## src/cpuPkg.sv

```systemverilog
package cpuPkg;

    // ----------------------------------------------------------------------
    // widths and memory sizes
    // ----------------------------------------------------------------------

    // data and address word
    localparam int XLEN       = 32;
    // instruction rom words
    localparam int IMEM_DEPTH = 64;
    // data ram words, addressed by bits 11:2
    localparam int DMEM_DEPTH = 1024;
    localparam int SWITCH_W   = 12;
    localparam int LED_W      = 16;

    // ----------------------------------------------------------------------
    // io address map
    // ----------------------------------------------------------------------

    // upper 22 address bits all ones select io space
    localparam logic [21:0] IO_BASE       = 22'h3F_FFFF;
    // low 10 bit offsets inside io space
    localparam logic [9:0]  IO_SWITCH_OFS = 10'h070;
    localparam logic [9:0]  IO_LED_OFS    = 10'h060;
    localparam logic [9:0]  IO_SEG_OFS    = 10'h000;

    // ----------------------------------------------------------------------
    // opcodes and alu codes
    // ----------------------------------------------------------------------

    localparam logic [6:0] OPC_LOAD   = 7'b0000011;
    localparam logic [6:0] OPC_STORE  = 7'b0100011;
    localparam logic [6:0] OPC_RTYPE  = 7'b0110011;
    localparam logic [6:0] OPC_ITYPE  = 7'b0010011;
    localparam logic [6:0] OPC_BRANCH = 7'b1100011;

    // main decode class, refined in the alu
    localparam logic [1:0] ALUOP_ADD    = 2'b00;
    localparam logic [1:0] ALUOP_BRANCH = 2'b01;
    localparam logic [1:0] ALUOP_FUNCT  = 2'b10;

    localparam logic [3:0] ALU_AND = 4'b0000;
    localparam logic [3:0] ALU_OR  = 4'b0001;
    localparam logic [3:0] ALU_ADD = 4'b0010;
    localparam logic [3:0] ALU_SUB = 4'b0110;

endpackage

```

## src/memOrIo.sv

```systemverilog
`timescale 1ns/1ps

module memOrIo
    import cpuPkg::*;
(
    input  logic                cpu_clk,
    input  logic                rstN_i,
    input  logic                memWrite_i,
    input  logic                ioRead_i,
    input  logic                ioWrite_i,
    input  logic [XLEN-1:0]     addr_i,
    input  logic [XLEN-1:0]     memData_i,
    input  logic [XLEN-1:0]     storeData_i,
    input  logic [SWITCH_W-1:0] switchData_i,
    output logic [XLEN-1:0]     loadData_o,
    output logic                ramWe_o,
    output logic [LED_W-1:0]    ledData_o,
    output logic                ledWe_o,
    output logic [XLEN-1:0]     segData_o,
    output logic                segWe_o
);

    logic [9:0] ioOfs;

    assign ioOfs   = addr_i[9:0];
    assign ramWe_o = memWrite_i;

    // ----------------------------------------------------------------------
    // load path
    // ----------------------------------------------------------------------

    always_comb begin
        loadData_o = memData_i;
        if (ioRead_i) begin
            case (ioOfs)
                IO_SWITCH_OFS: loadData_o = {{(XLEN-SWITCH_W){1'b0}}, switchData_i};
                // output registers read back as well
                IO_LED_OFS:    loadData_o = {{(XLEN-LED_W){1'b0}}, ledData_o};
                IO_SEG_OFS:    loadData_o = segData_o;
                default:       loadData_o = '0;
            endcase
        end
    end

    // ----------------------------------------------------------------------
    // store path
    // ----------------------------------------------------------------------

    // write pulses high for the whole store cycle
    assign ledWe_o = ioWrite_i && (ioOfs == IO_LED_OFS);
    assign segWe_o = ioWrite_i && (ioOfs == IO_SEG_OFS);

    always_ff @(posedge cpu_clk) begin
        if (!rstN_i) begin
            ledData_o <= '0;
            segData_o <= '0;
        end else begin
            // led keeps the low half of the store word
            if (ledWe_o) begin
                ledData_o <= storeData_i[LED_W-1:0];
            end
            if (segWe_o) begin
                segData_o <= storeData_i;
            end
        end
    end

endmodule

```

## config.mk

```make
export PLATFORM = sky130hd
export DESIGN_NAME = memOrIo
export DESIGN_NICKNAME = d
export VERILOG_FILES = /design/src/cpuPkg.sv /design/src/memOrIo.sv
export SDC_FILE = /design/constraint.sdc
export NUM_CORES = 1
export LEC_CHECK = 0
export BUFFER_PORTS_ARGS = -buffer_cell sky130_fd_sc_hd__buf_2
export CORE_MARGIN = 5
export CORE_UTILIZATION = 44
export CTS_CLUSTER_SIZE = 25
export DETAILED_ROUTE_END_ITERATION = 10
export GPL_TIMING_DRIVEN = 0
export PLACE_DENSITY = 0.86
export SLEW_MARGIN = 20
export SYNTH_ARGS = -nofsm -noshare
export SYNTH_HDL_FRONTEND = slang
export SYNTH_SLANG_ARGS = --single-unit
```

## constraint.sdc

```tcl
create_clock -name cpu_clk -period 1.9 [get_ports cpu_clk]
set_input_delay 0.19 -clock cpu_clk [delete_from_list [all_inputs] [get_ports cpu_clk]]
set_output_delay 0.19 -clock cpu_clk [all_outputs]
set_load 0.02 [all_outputs]
```

### After elaboration in Yosys (flattened, before gate mapping)

Cells that the tools add are included.

* add/subtract/negate cells: 0
* multiply operators: 0
* div/mod/pow operators: 0
* order comparisons: 0
* equal/unequal tests: 2
* shifts and indexed selects: 0
* mux-type cells: 2
* bitwise operators: 0
* reduce and logical (&&, ||, !) cells: 3

Operators with widths (count)
* 32-bit case mux with 3 select lines: 1
* 32-bit 2-to-1 mux: 1
* 10-bit by 7-bit equality test with 1-bit output (second input constant): 2
* 10-bit logical NOT: 1
* 1-bit logical AND: 2

* register bits after elaboration: 48
* latch bits: 0
* RAM bits: 0
* memory bits (read-only): 0
* input port bits: 113
* output and inout bits: 83
* word-level logic and storage cells: 9
* memories kept: 0

### Longest topological paths before layout

Gate-level depths: netlist of run 1.

* depth in word-level cells: 3
* gate-level depth with buffers: 6
* depth with buffers taken out: 4

### Least setup slack after synthesis of run 1

OpenSTA, ideal clock, no wires.

* path type: input to output
* start point: in addr_i[9]
* end point: out loadData_o[12]
* arrival time: 1.403 ns
* required time: 1.710 ns
* setup slack: 0.307 ns
* stages on the path: 3
* buffers on the path: 0
* cells stage by stage: nor4_4 > o2111ai_2 > o32ai_1

* longest elaborated chain between the ends: 3
* elaborated cells on any way between the ends: 5
* those cells by class: eq/ne (2); mux (2); reduce/logical (1)

Ends and longest elaborated chain
* start, declared: RTL line memOrIo.sv:11 `input logic [XLEN-1:0] addr_i,`
* 10-bit by 7-bit equality test with 1-bit output or 10-bit logical NOT (tied branches): RTL line memOrIo.sv:35 `case (ioOfs)`
* 32-bit case mux with 3 select lines (*): RTL line memOrIo.sv:35
* 32-bit 2-to-1 mux (*): RTL line memOrIo.sv:34 `if (ioRead_i) begin`
* end, declared: RTL line memOrIo.sv:15 `output logic [XLEN-1:0] loadData_o,`

Mark *: on every way between the ends. The rest lies on a longest branch, timed or not.

### Worst setup path in the final report of run 1

* start point: in addr_i[5]
* end point: out loadData_o[22]

The elaborated chain is that of the path after synthesis.

==> qor.txt, run 1 <==
IO Port Bufs -> 170
multiplexer share of the synthesized area -> 0.182
clock share of power -> 0.363
Sw Share -> 0.273
RSZ-0062 raised after global routing -> false
ANT nets after route -> 0
DRC violations left -> 0
global-route usage over all layers -> 0.245
synthesized netlist cell count -> 295
Clock transition at path regs -> 100 ps
Synth Area in Compound Gates -> 0.163
total number of vias -> 3035
Post-Synth XOR/XNOR Area -> 0
gr ovfl total -> 0
ys async rst share -> 0
Worst-Margin Slew -> 623 ps
VDD IR max -> 0.336 mV
met3 Track Usage GR -> 0.0668
Crit. Startpoint -> addr_i[5]
core area -> 0.00589 mm²
H-tree lvl count -> 2
Hold WC Path Type -> in2reg
first-pass GRT wire length -> 14700 µm
Worst Setup End Kind -> output port
Layout area overhead -> 40.8%
Post-synth top cells -> 80 x nand2_1, 48 x dfxtp_1, 48 x mux2i_1, 16 x a22o_1, 16 x clkbuf_1
HP Start -> storeData_i[25]
busiest grt layer -> met2
average cell area after synthesis -> 8.97 µm²
Synth area leader -> dfxtp_1
crit path time final -> 1820 ps
Non-Filler Instances -> 548
nets -> 585
pwr dens -> 570 mW/mm²
Hold Vio Cnt, Final -> 0
crit share post-route -> 0.959
CTS tree -> done
Ports -> 196
layout cell share with drive strength beyond 1 -> 0.416
Initial Util -> 0.449
Post-synth EDFFs -> 0
adder-cell area share of the yosys netlist -> 0
Fmax achieved -> 549 MHz
root buffer cell -> clkbuf_8
first drt pass iteration count -> 4
top cell type's share of synthesized area -> 0.363
Max FO, Critical Path -> 10
startpoint types -> input port
Leakage Power -> 1.88 nW
Worst Path Required -> 1710 ps
TritonCTS buffer count -> 5
top cells by area, synth -> dfxtp_1 36%, mux2i_1 18%, nand2_1 11%, a22o_1 5.3%, a221oi_1 4.0%
cts hold-fix bufs -> 0
synthesis-stage register bit count -> 48
final clock skew -> 0 ps
Final Power -> 2.12 mW
Synth warnings -> 0
outcome -> finished, final reports clean
largest family of logic cells by synthesized area -> simple AND/OR/NAND/NOR gates
FILL cells -> 520
Slew Viols, Final -> 0
Max clock buf depth -> 2
sequential power share -> 0.473
main flop type after synthesis -> dfxtp_1
Post-CTS Setup Bufs -> 0
Comb pwr share -> 0.163
cell with the most instances after synthesis -> nand2_1
Iteration-0 DRC Markers -> 127
crit path DAT -> 1630 ps
Worst-Skew Late Latency -> 310 ps
kind of critical path -> in2out
initial antenna violation count -> 0
Max-slew headroom -> 0.585
Sink Count -> 48
GP Congestion -> 0.851
met1 GRT Util -> 0.268
largest net degree at the start of global routing -> 17
# diodes -> 0
syn_nets -> 408
register area share after synthesis -> 0.363
internal power -> 1.54 mW
maxcap violations -> 0
dpl hpwl -> 7380 µm
row count -> 28
vias per cell -> 5.54
Post-Route WL -> 9640 µm
Post-Synth Simple-Gate Area -> 0.210
r2r startpoint -> segData_o[5]$_SDFFE_PN0P_
die width -> 87.5 µm
Final Setup Violations -> 0
drt wl/cell -> 17.6 µm
met2 usage -> 0.452
Cell Area, Synth -> 0.00265 mm²
Die Ht -> 87.5 µm
vias in the first global route -> 3113
Die ar. -> 0.00766 mm²
unique cell type count in the Yosys netlist -> 28
total net switching power -> 0.580 mW
placed cell count -> 540
## worst paths after layout
kind	end	slack, ps	depth (start not counted)
hold / removal	segData_o[25]$_SDFFE_PN0P_	110	3
setup / recovery	loadData_o[22]	80	7
setup reg to reg	segData_o[5]$_SDFFE_PN0P_	1200	2
hold reg to reg	segData_o[19]$_SDFFE_PN0P_	470	2
## logic make-up after synthesis
kind of cell           Yosys count
and+or+nand+nor                114
AOI/OAI and AO/OA               49
muxes                           48
DFF                             48
buffers and inverters           36
## power groups by stage
stage / Sequential (mW) / Combinational [mW] / Clock, mW
global route: 1.01 / 0.376 / 0.820
detailed placement: 1.03 / 0.341 / 0
global placement: 1.03 / 0.334 / 0
floorplan: 1.03 / 0.171 / 0
finish: 1.01 / 0.346 / 0.772
CTS: 1.01 / 0.344 / 0.781
## cell usage in the layout (no fill, tap or decap), types with 4 or more instances in the layout
cell type  netlist  final
buf_4            5      5
o32ai_1          4      4
a22o_1          16     16
nor4b_1         12     12
clkbuf_1        16     15
nor2b_1         12     12
o2bb2ai_1       12     12
mux2i_1         48     48
clkbuf_8         0      5
a221oi_1        12     12
nand2_1         80     80
inv_1            5      5
buf_2            3    173
dfxtp_1         48     48
a22oi_1          4      4
## critical path: stages
cell and delay, ps:
buf_2 140, nor2_1 370, and4_1 260, buf_4 160
buf_4 180, a22o_1 150, buf_2 170
## through the flow
stage	cell area, µm²	worst slack [ps]	utilization	setup TNS, ps	hold slack (ps)
floorplan	2650	307	-	0	332
global placement	3590	38.6	0.610	0	438
detailed placement	3590	-1.51	0.610	-1.51	445
CTS	3720	14.1	0.631	0	105
global route	3720	4.89	0.633	0	113
finish	3720	78.3	0.633	0	106
## metal layers
layer	share of wire	up-vias
met1	0.37	1446
met3	0.095	16
met4	0.019	0
met2	0.52	156
li1	-	1417
met5	0	-
## flip-flops by register name (all words and copies together) (netlist names)
register / cells
segData_o: 32
ledData_o: 16
## layout make-up
type / instances / area (µm²) / area share
multi-input cells: 211 / 1480 / 0.398
repair buffers: 170 / 851 / 0.228
inverters: 7 / 38.8 / 0.0104
well taps: 75 / 93.8 / 0.0252
clock buffers: 5 / 68.8 / 0.0185
clock inverters: 3 / 46.3 / 0.0124
flip-flops and latches: 48 / 961 / 0.258
plain buffers: 29 / 181 / 0.0487
## repair_timing
| item | in CTS | in global routing |
|---|---|---|
| endpoints found under the hold margin | 0 | 0 |
| resized for setup | 1 | 4 |
| cloned | 0 | 0 |
| endpoints found under the setup margin | 2 | 16 |
Note: power is estimated with default switching activity, not from simulation.
==> run 2, diff against run 1 <==
--- a/config.mk
+++ b/config.mk
@@ -11,7 +11,7 @@
 export CTS_CLUSTER_SIZE = 25
 export DETAILED_ROUTE_END_ITERATION = 10
 export GPL_TIMING_DRIVEN = 0
-export PLACE_DENSITY = 0.86
+export PLACE_DENSITY = 0.93
 export SLEW_MARGIN = 20
 export SYNTH_ARGS = -nofsm -noshare
 export SYNTH_HDL_FRONTEND = slang
==> qor.txt, run 2 (synthesis results as in run 1) <==
outcome -> finished, final reports clean
setup tns final -> 0 ps (unchanged)
layout cell share with drive strength beyond 1 -> 0.412 (-0.00423)
Hold Vio Cnt, Final -> 0 (unchanged)
maxcap violations -> 0 (unchanged)
Regs by FF count -> segData_o (32), ledData_o (16)
# diodes -> 0 (unchanged)
IO Port Bufs -> 170 (unchanged)
crit path time final -> 1820 ps (-1.15 ps)
Die ar. -> 0.00766 mm² (unchanged)
crit path DAT -> 1630 ps (about the same)
gr ovfl total -> 0 (unchanged)
first-pass GRT wire length -> 14300 µm (-2.8%)
TritonCTS buffer count -> 5 (unchanged)
Finished Core Util -> 0.629 (-0.00383)
internal power -> 1.44 mW (-6.6%)
Worst Path Required -> 1710 ps (about the same)
core area -> 0.00589 mm² (unchanged)
placed instance area -> 0.00359 mm² (unchanged)
root buffer cell -> clkbuf_8
drt wl/cell -> 17.1 µm (-3.0%)
Worst-Skew Late Latency -> 300 ps (about the same)
H-tree lvl count -> 2 (unchanged)
initial antenna violation count -> 0 (unchanged)
Slew Viols, Final -> 0 (unchanged)
die width -> 87.5 µm (unchanged)
Max FO, Critical Path -> 10 (unchanged)
crit path buf inv count -> 4 (unchanged)
vias in the first global route -> 2951 (-5.2%)
commonest non-fill, non-tap cell in the layout -> buf_2
first drt pass iteration count -> 4 (unchanged)
Register-to-Register Path Depth -> 2 (unchanged)
most frequent cells in the layout -> 173 x buf_2, 80 x nand2_1, 48 x mux2i_1, 48 x dfxtp_1, 17 x clkbuf_1
Top reg by flops -> segData_o
dpl hpwl -> 7320 µm (-0.74%)
Sw Share -> 0.272 (-0.000665)
cts hold-fix bufs -> 0 (unchanged)
clock share of power -> 0.319 (-0.044)
RSZ-0062 raised after global routing -> false
Post-Route WL -> 9350 µm (-3.0%)
Clock transition at path regs -> 90 ps (about the same)
Comb pwr share -> 0.174 (+0.011)
global-route usage over all layers -> 0.237 (-0.00794)
dpl ws -> 58.0 ps (+59.5 ps)
slowest stage delay, CP -> 430 ps (+60 ps)
Crit. Startpoint -> addr_i[5]
vias per cell -> 5.40 (-2.5%)
Layout area overhead -> 40.0%
GP Congestion -> 0.867 (+1.9%)
Final Power -> 1.98 mW (-6.6%)
r2r startpoint -> ledData_o[7]$_SDFFE_PN0P_
Initial Util -> 0.449 (unchanged)
CTS tree -> done
crit share post-route -> 0.958 (about the same)
final clock skew -> 0 ps (unchanged)
total net switching power -> 0.540 mW (-6.9%)
Critical Path Stages -> 7 (unchanged)
Worst Setup End Kind -> output port
pwr dens -> 536 mW/mm² (-6.1%)
number of flip-flops in the largest register -> 32 (unchanged)
CP delay by family, top -> buffers and inverters
placed cell count -> 540 (unchanged)
r2r setup slk -> 1250 ps (+50 ps)
sequential power share -> 0.507 (+0.034)
crit-path cells -> buf_2 -> and2_1 -> buf_4 -> clkbuf_1 -> a221oi_1 -> o2bb2ai_1 -> buf_2
total number of vias -> 2958 (-2.5%)
cell with the most instances on the worst path -> buf_2
nets -> 585 (unchanged)
Iteration-0 DRC Markers -> 143 (+13%)
Ports -> 196 (unchanged)
Max-slew headroom -> 0.610 (+0.0250)
Worst-Margin Slew -> 585 ps (-37.5 ps)
Sink Count -> 48 (unchanged)
Hold WC Path Type -> in2reg
fin area -> 0.00370 mm² (-0.60%)
startpoint types -> input port
Leakage Power -> 1.86 nW (-0.72%)
slowest CP cell -> clkbuf_1
Final Setup Violations -> 0 (unchanged)
Non-Filler Instances -> 548 (unchanged)
Die Ht -> 87.5 µm (unchanged)
crit path to -> loadData_o[11]
VDD IR max -> 0.277 mV (-18%)
worst hold slack -> 127 ps (+21.0 ps)
Setup WS post-layout -> 79.4 ps (+1.15 ps)
ANT nets after route -> 0 (unchanged)
Fmax achieved -> 549 MHz (about the same)
kind of critical path -> in2out
capture point of the worst reg-to-reg path -> ledData_o[7]$_SDFFE_PN0P_
DRC violations left -> 0 (unchanged)
largest net degree at the start of global routing -> 15 (-2)
row count -> 28 (unchanged)
Max clock buf depth -> 2 (unchanged)
run 2: changes by cell type in the layout (fill, tap and decap cells not counted), sizes merged:
cell / before / now
bufinv: 1 / 0
clkbuf: 22 / 24
inv: 8 / 7
run 2: power groups by stage:
| stage | clock network (mW) | registers [mW] | logic [mW] |
|---|---|---|---|
| detailed placement | 0 | 1.03 | 0.340 |
| floorplan | 0 | 1.03 | 0.171 |
| global placement | 0 | 1.03 | 0.333 |
| finish | 0.633 | 1.01 | 0.345 |
| CTS | 0.644 | 1.01 | 0.342 |
| global route | 0.692 | 1.01 | 0.371 |
run 2: worst register-to-register path: cells and delay by family (launching register included):
kind	cells	cell delay, ps
flops	1	360
mux	1	160
simple gates	1	60
run 2: how the worst min path moves through the flow:
stage	cells past startpoint	from	to	slack, ps
after floorplan	2	storeData_i[16]	segData_o[16]$_SDFFE_PN0P_	330
after global placement	3	storeData_i[24]	segData_o[24]$_SDFFE_PN0P_	440
after detailed placement	3	storeData_i[20]	segData_o[20]$_SDFFE_PN0P_	450
after CTS	3	storeData_i[22]	segData_o[22]$_SDFFE_PN0P_	120
after global routing	3	storeData_i[22]	segData_o[22]$_SDFFE_PN0P_	120
final	3	storeData_i[25]	segData_o[25]$_SDFFE_PN0P_	130
run 2: area by class of cell:
cell class	instances	area, µm²
Inverter	7	38.8
Buffer	29	180
Timing Repair Buffer	170	851
Tap cell	75	93.8
Clock buffer	7	86.3
Sequential cell	48	961
Multi-Input combinational cell	211	1480
Clock inverter	1	7.51
Fill cell	553	2180
run 2: what timing repair did:
action,CTS,global route
buffers inserted,0,0
gates resized for setup,0,3
endpoints found under the setup margin,0,20
run 2: metal layers:
metal / GRT usage / routed length (µm) / vias to the layer above
met5: 0 / 0 / -
met4: 0.0739 / 178 / 0
met1: 0.280 / 3660 / 1394
met2: 0.423 / 4680 / 136
li1: - / - / 1413
met3: 0.0574 / 833 / 15
==> run 3, diff against run 2 <==
--- a/config.mk
+++ b/config.mk
@@ -12,6 +12,7 @@
 export DETAILED_ROUTE_END_ITERATION = 10
 export GPL_TIMING_DRIVEN = 0
 export PLACE_DENSITY = 0.93
+export SETUP_SLACK_MARGIN = 0.2
 export SLEW_MARGIN = 20
 export SYNTH_ARGS = -nofsm -noshare
 export SYNTH_HDL_FRONTEND = slang
==> qor.txt, run 3 (synthesis results as in run 1) <==
Sink Count -> 48 (unchanged)
Max clock buf depth -> 2 (unchanged)
Hold WC Path Type -> in2reg
Worst Path Required -> 1710 ps (about the same)
Slew Viols, Final -> 0 (unchanged)
FF+latch area -> 961 µm² (unchanged)
Regs by FF count -> segData_o (32), ledData_o (16)
root buffer cell -> clkbuf_8
Max-slew headroom -> 0.616 (+0.00656)
Multi-input gate area -> 0.00151 mm² (+1.7%)
Worst Setup End Kind -> output port
Die ar. -> 0.00766 mm² (unchanged)
Non-Filler Instances -> 552 (+0.73%)
DRC violations left -> 0 (unchanged)
Die Ht -> 87.5 µm (unchanged)
largest net degree at the start of global routing -> 15 (unchanged)
Final Setup Violations -> 0 (unchanged)
initial antenna violation count -> 0 (unchanged)
Post-Route WL -> 9620 µm (+2.9%)
maxcap violations -> 0 (unchanged)
core area -> 0.00589 mm² (unchanged)
RSZ-0062 raised after global routing -> true
Layout area overhead -> 45.0%
GP Congestion -> 0.867 (unchanged)
crit share post-route -> 0.910 (-0.0478)
Initial Util -> 0.449 (unchanged)
outcome -> finished, final reports clean
pwr dens -> 521 mW/mm² (-2.7%)
startpoint types -> input port
placed cell count -> 540 (unchanged)
crit path DAT -> 1540 ps (-90 ps)
Top reg by flops -> segData_o
dpl hpwl -> 7320 µm (unchanged)
Leakage Power -> 1.91 nW (+2.7%)
Iteration-0 DRC Markers -> 137 (-4.2%)
CTS tree -> done
Fmax achieved -> 578 MHz (+5.2%)
setup tns final -> 0 ps (unchanged)
die width -> 87.5 µm (unchanged)
layout cell share with drive strength beyond 1 -> 0.430 (+0.0175)
kind of critical path -> in2out
TritonCTS buffer count -> 5 (unchanged)
first drt pass iteration count -> 4 (unchanged)
r2r setup slk -> 1250 ps (about the same)
VDD IR max -> 0.295 mV (+6.5%)
Worst-Skew Late Latency -> 300 ps (about the same)
fin area -> 0.00384 mm² (+3.6%)
crit path time final -> 1730 ps (-90.8 ps)
Ports -> 196 (unchanged)
total number of vias -> 3039 (+2.7%)
number of flip-flops in the largest register -> 32 (unchanged)
most frequent cells in the layout -> 161 x buf_2, 80 x nand2_1, 48 x mux2i_1, 48 x dfxtp_1, 16 x a22o_1
final clock skew -> 0 ps (unchanged)
# diodes -> 0 (unchanged)
first-pass GRT wire length -> 14600 µm (+1.7%)
FILL cells -> 529 (-4.3%)
vias in the first global route -> 2996 (+1.5%)
drt wl/cell -> 17.4 µm (+2.1%)
Worst-Margin Slew -> 575 ps (-9.84 ps)
H-tree lvl count -> 2 (unchanged)
gr ovfl total -> 0 (unchanged)
global-route usage over all layers -> 0.241 (+0.00390)
nets -> 589 (+0.68%)
ANT nets after route -> 0 (unchanged)
Clock transition at path regs -> 90 ps (about the same)
placed instance area -> 0.00359 mm² (unchanged)
Hold Vio Cnt, Final -> 0 (unchanged)
commonest non-fill, non-tap cell in the layout -> buf_2
vias per cell -> 5.51 (+2.0%)
IO Port Bufs -> 170 (unchanged)
Max FO, Critical Path -> 7 (-3)
row count -> 28 (unchanged)
-- run 3: timing repair --
action | 4_1_cts | 5_1_grt
setup buffers | 2 | 1
setup endpoints to repair | 26 | 29
hold buffers | 0 | 0
pin swaps | 4 | 2
gates resized for setup | 20 | 8
cloned | 0 | 1
-- run 3: area by class of cell --
cell class                 instances  area share
clock buffer                       7      0.0225
multi-input combinational        211       0.393
buffer                            29      0.0535
inverter                           7      0.0101
tap                               75      0.0245
sequential                        48       0.250
clock inverter                     1     0.00196
timing repair buffer             174       0.244
-- run 3: metal layers --
layer  up-vias  track usage  routed length (µm)
li1       1419            -                   -
met1      1433        0.285                3580
met2       172        0.431                4940
met3        15       0.0574                 918
met4         0       0.0739                 180
met5         -            0                   0
-- run 3: final timing paths --
path,start,endpoint,depth (start not counted)
setup / recovery,addr_i[5],loadData_o[29],7
hold / removal,storeData_i[25],segData_o[25]$_SDFFE_PN0P_,3
setup reg to reg,segData_o[11]$_SDFFE_PN0P_,segData_o[11]$_SDFFE_PN0P_,2
hold reg to reg,segData_o[16]$_SDFFE_PN0P_,segData_o[16]$_SDFFE_PN0P_,2
-- run 3: per-stage QoR --
step	utilization	power [mW]	hold slack, ps	setup WS, ps
6_report	0.652	2.00	125	170
2_1_floorplan	-	1.20	332	307
3_5_place_dp	0.610	1.37	450	58.0
3_3_place_gp	0.610	1.36	437	41.5
5_1_grt	0.652	2.09	124	139
4_1_cts	0.640	2.00	122	201
-- run 3: power by group --
part | internal, mW | switching [mW] | total, mW
sequential | 1.01 | 0.000285 | 1.01
combinational | 0.152 | 0.208 | 0.359
clock | 0.296 | 0.338 | 0.635
-- run 3: critical path, stage by stage --
cell and delay [ps]:
buf_2 150, nor2_1 330, and4_1 280, buf_6 150
clkbuf_16 150, a22o_1 120, buf_2 160
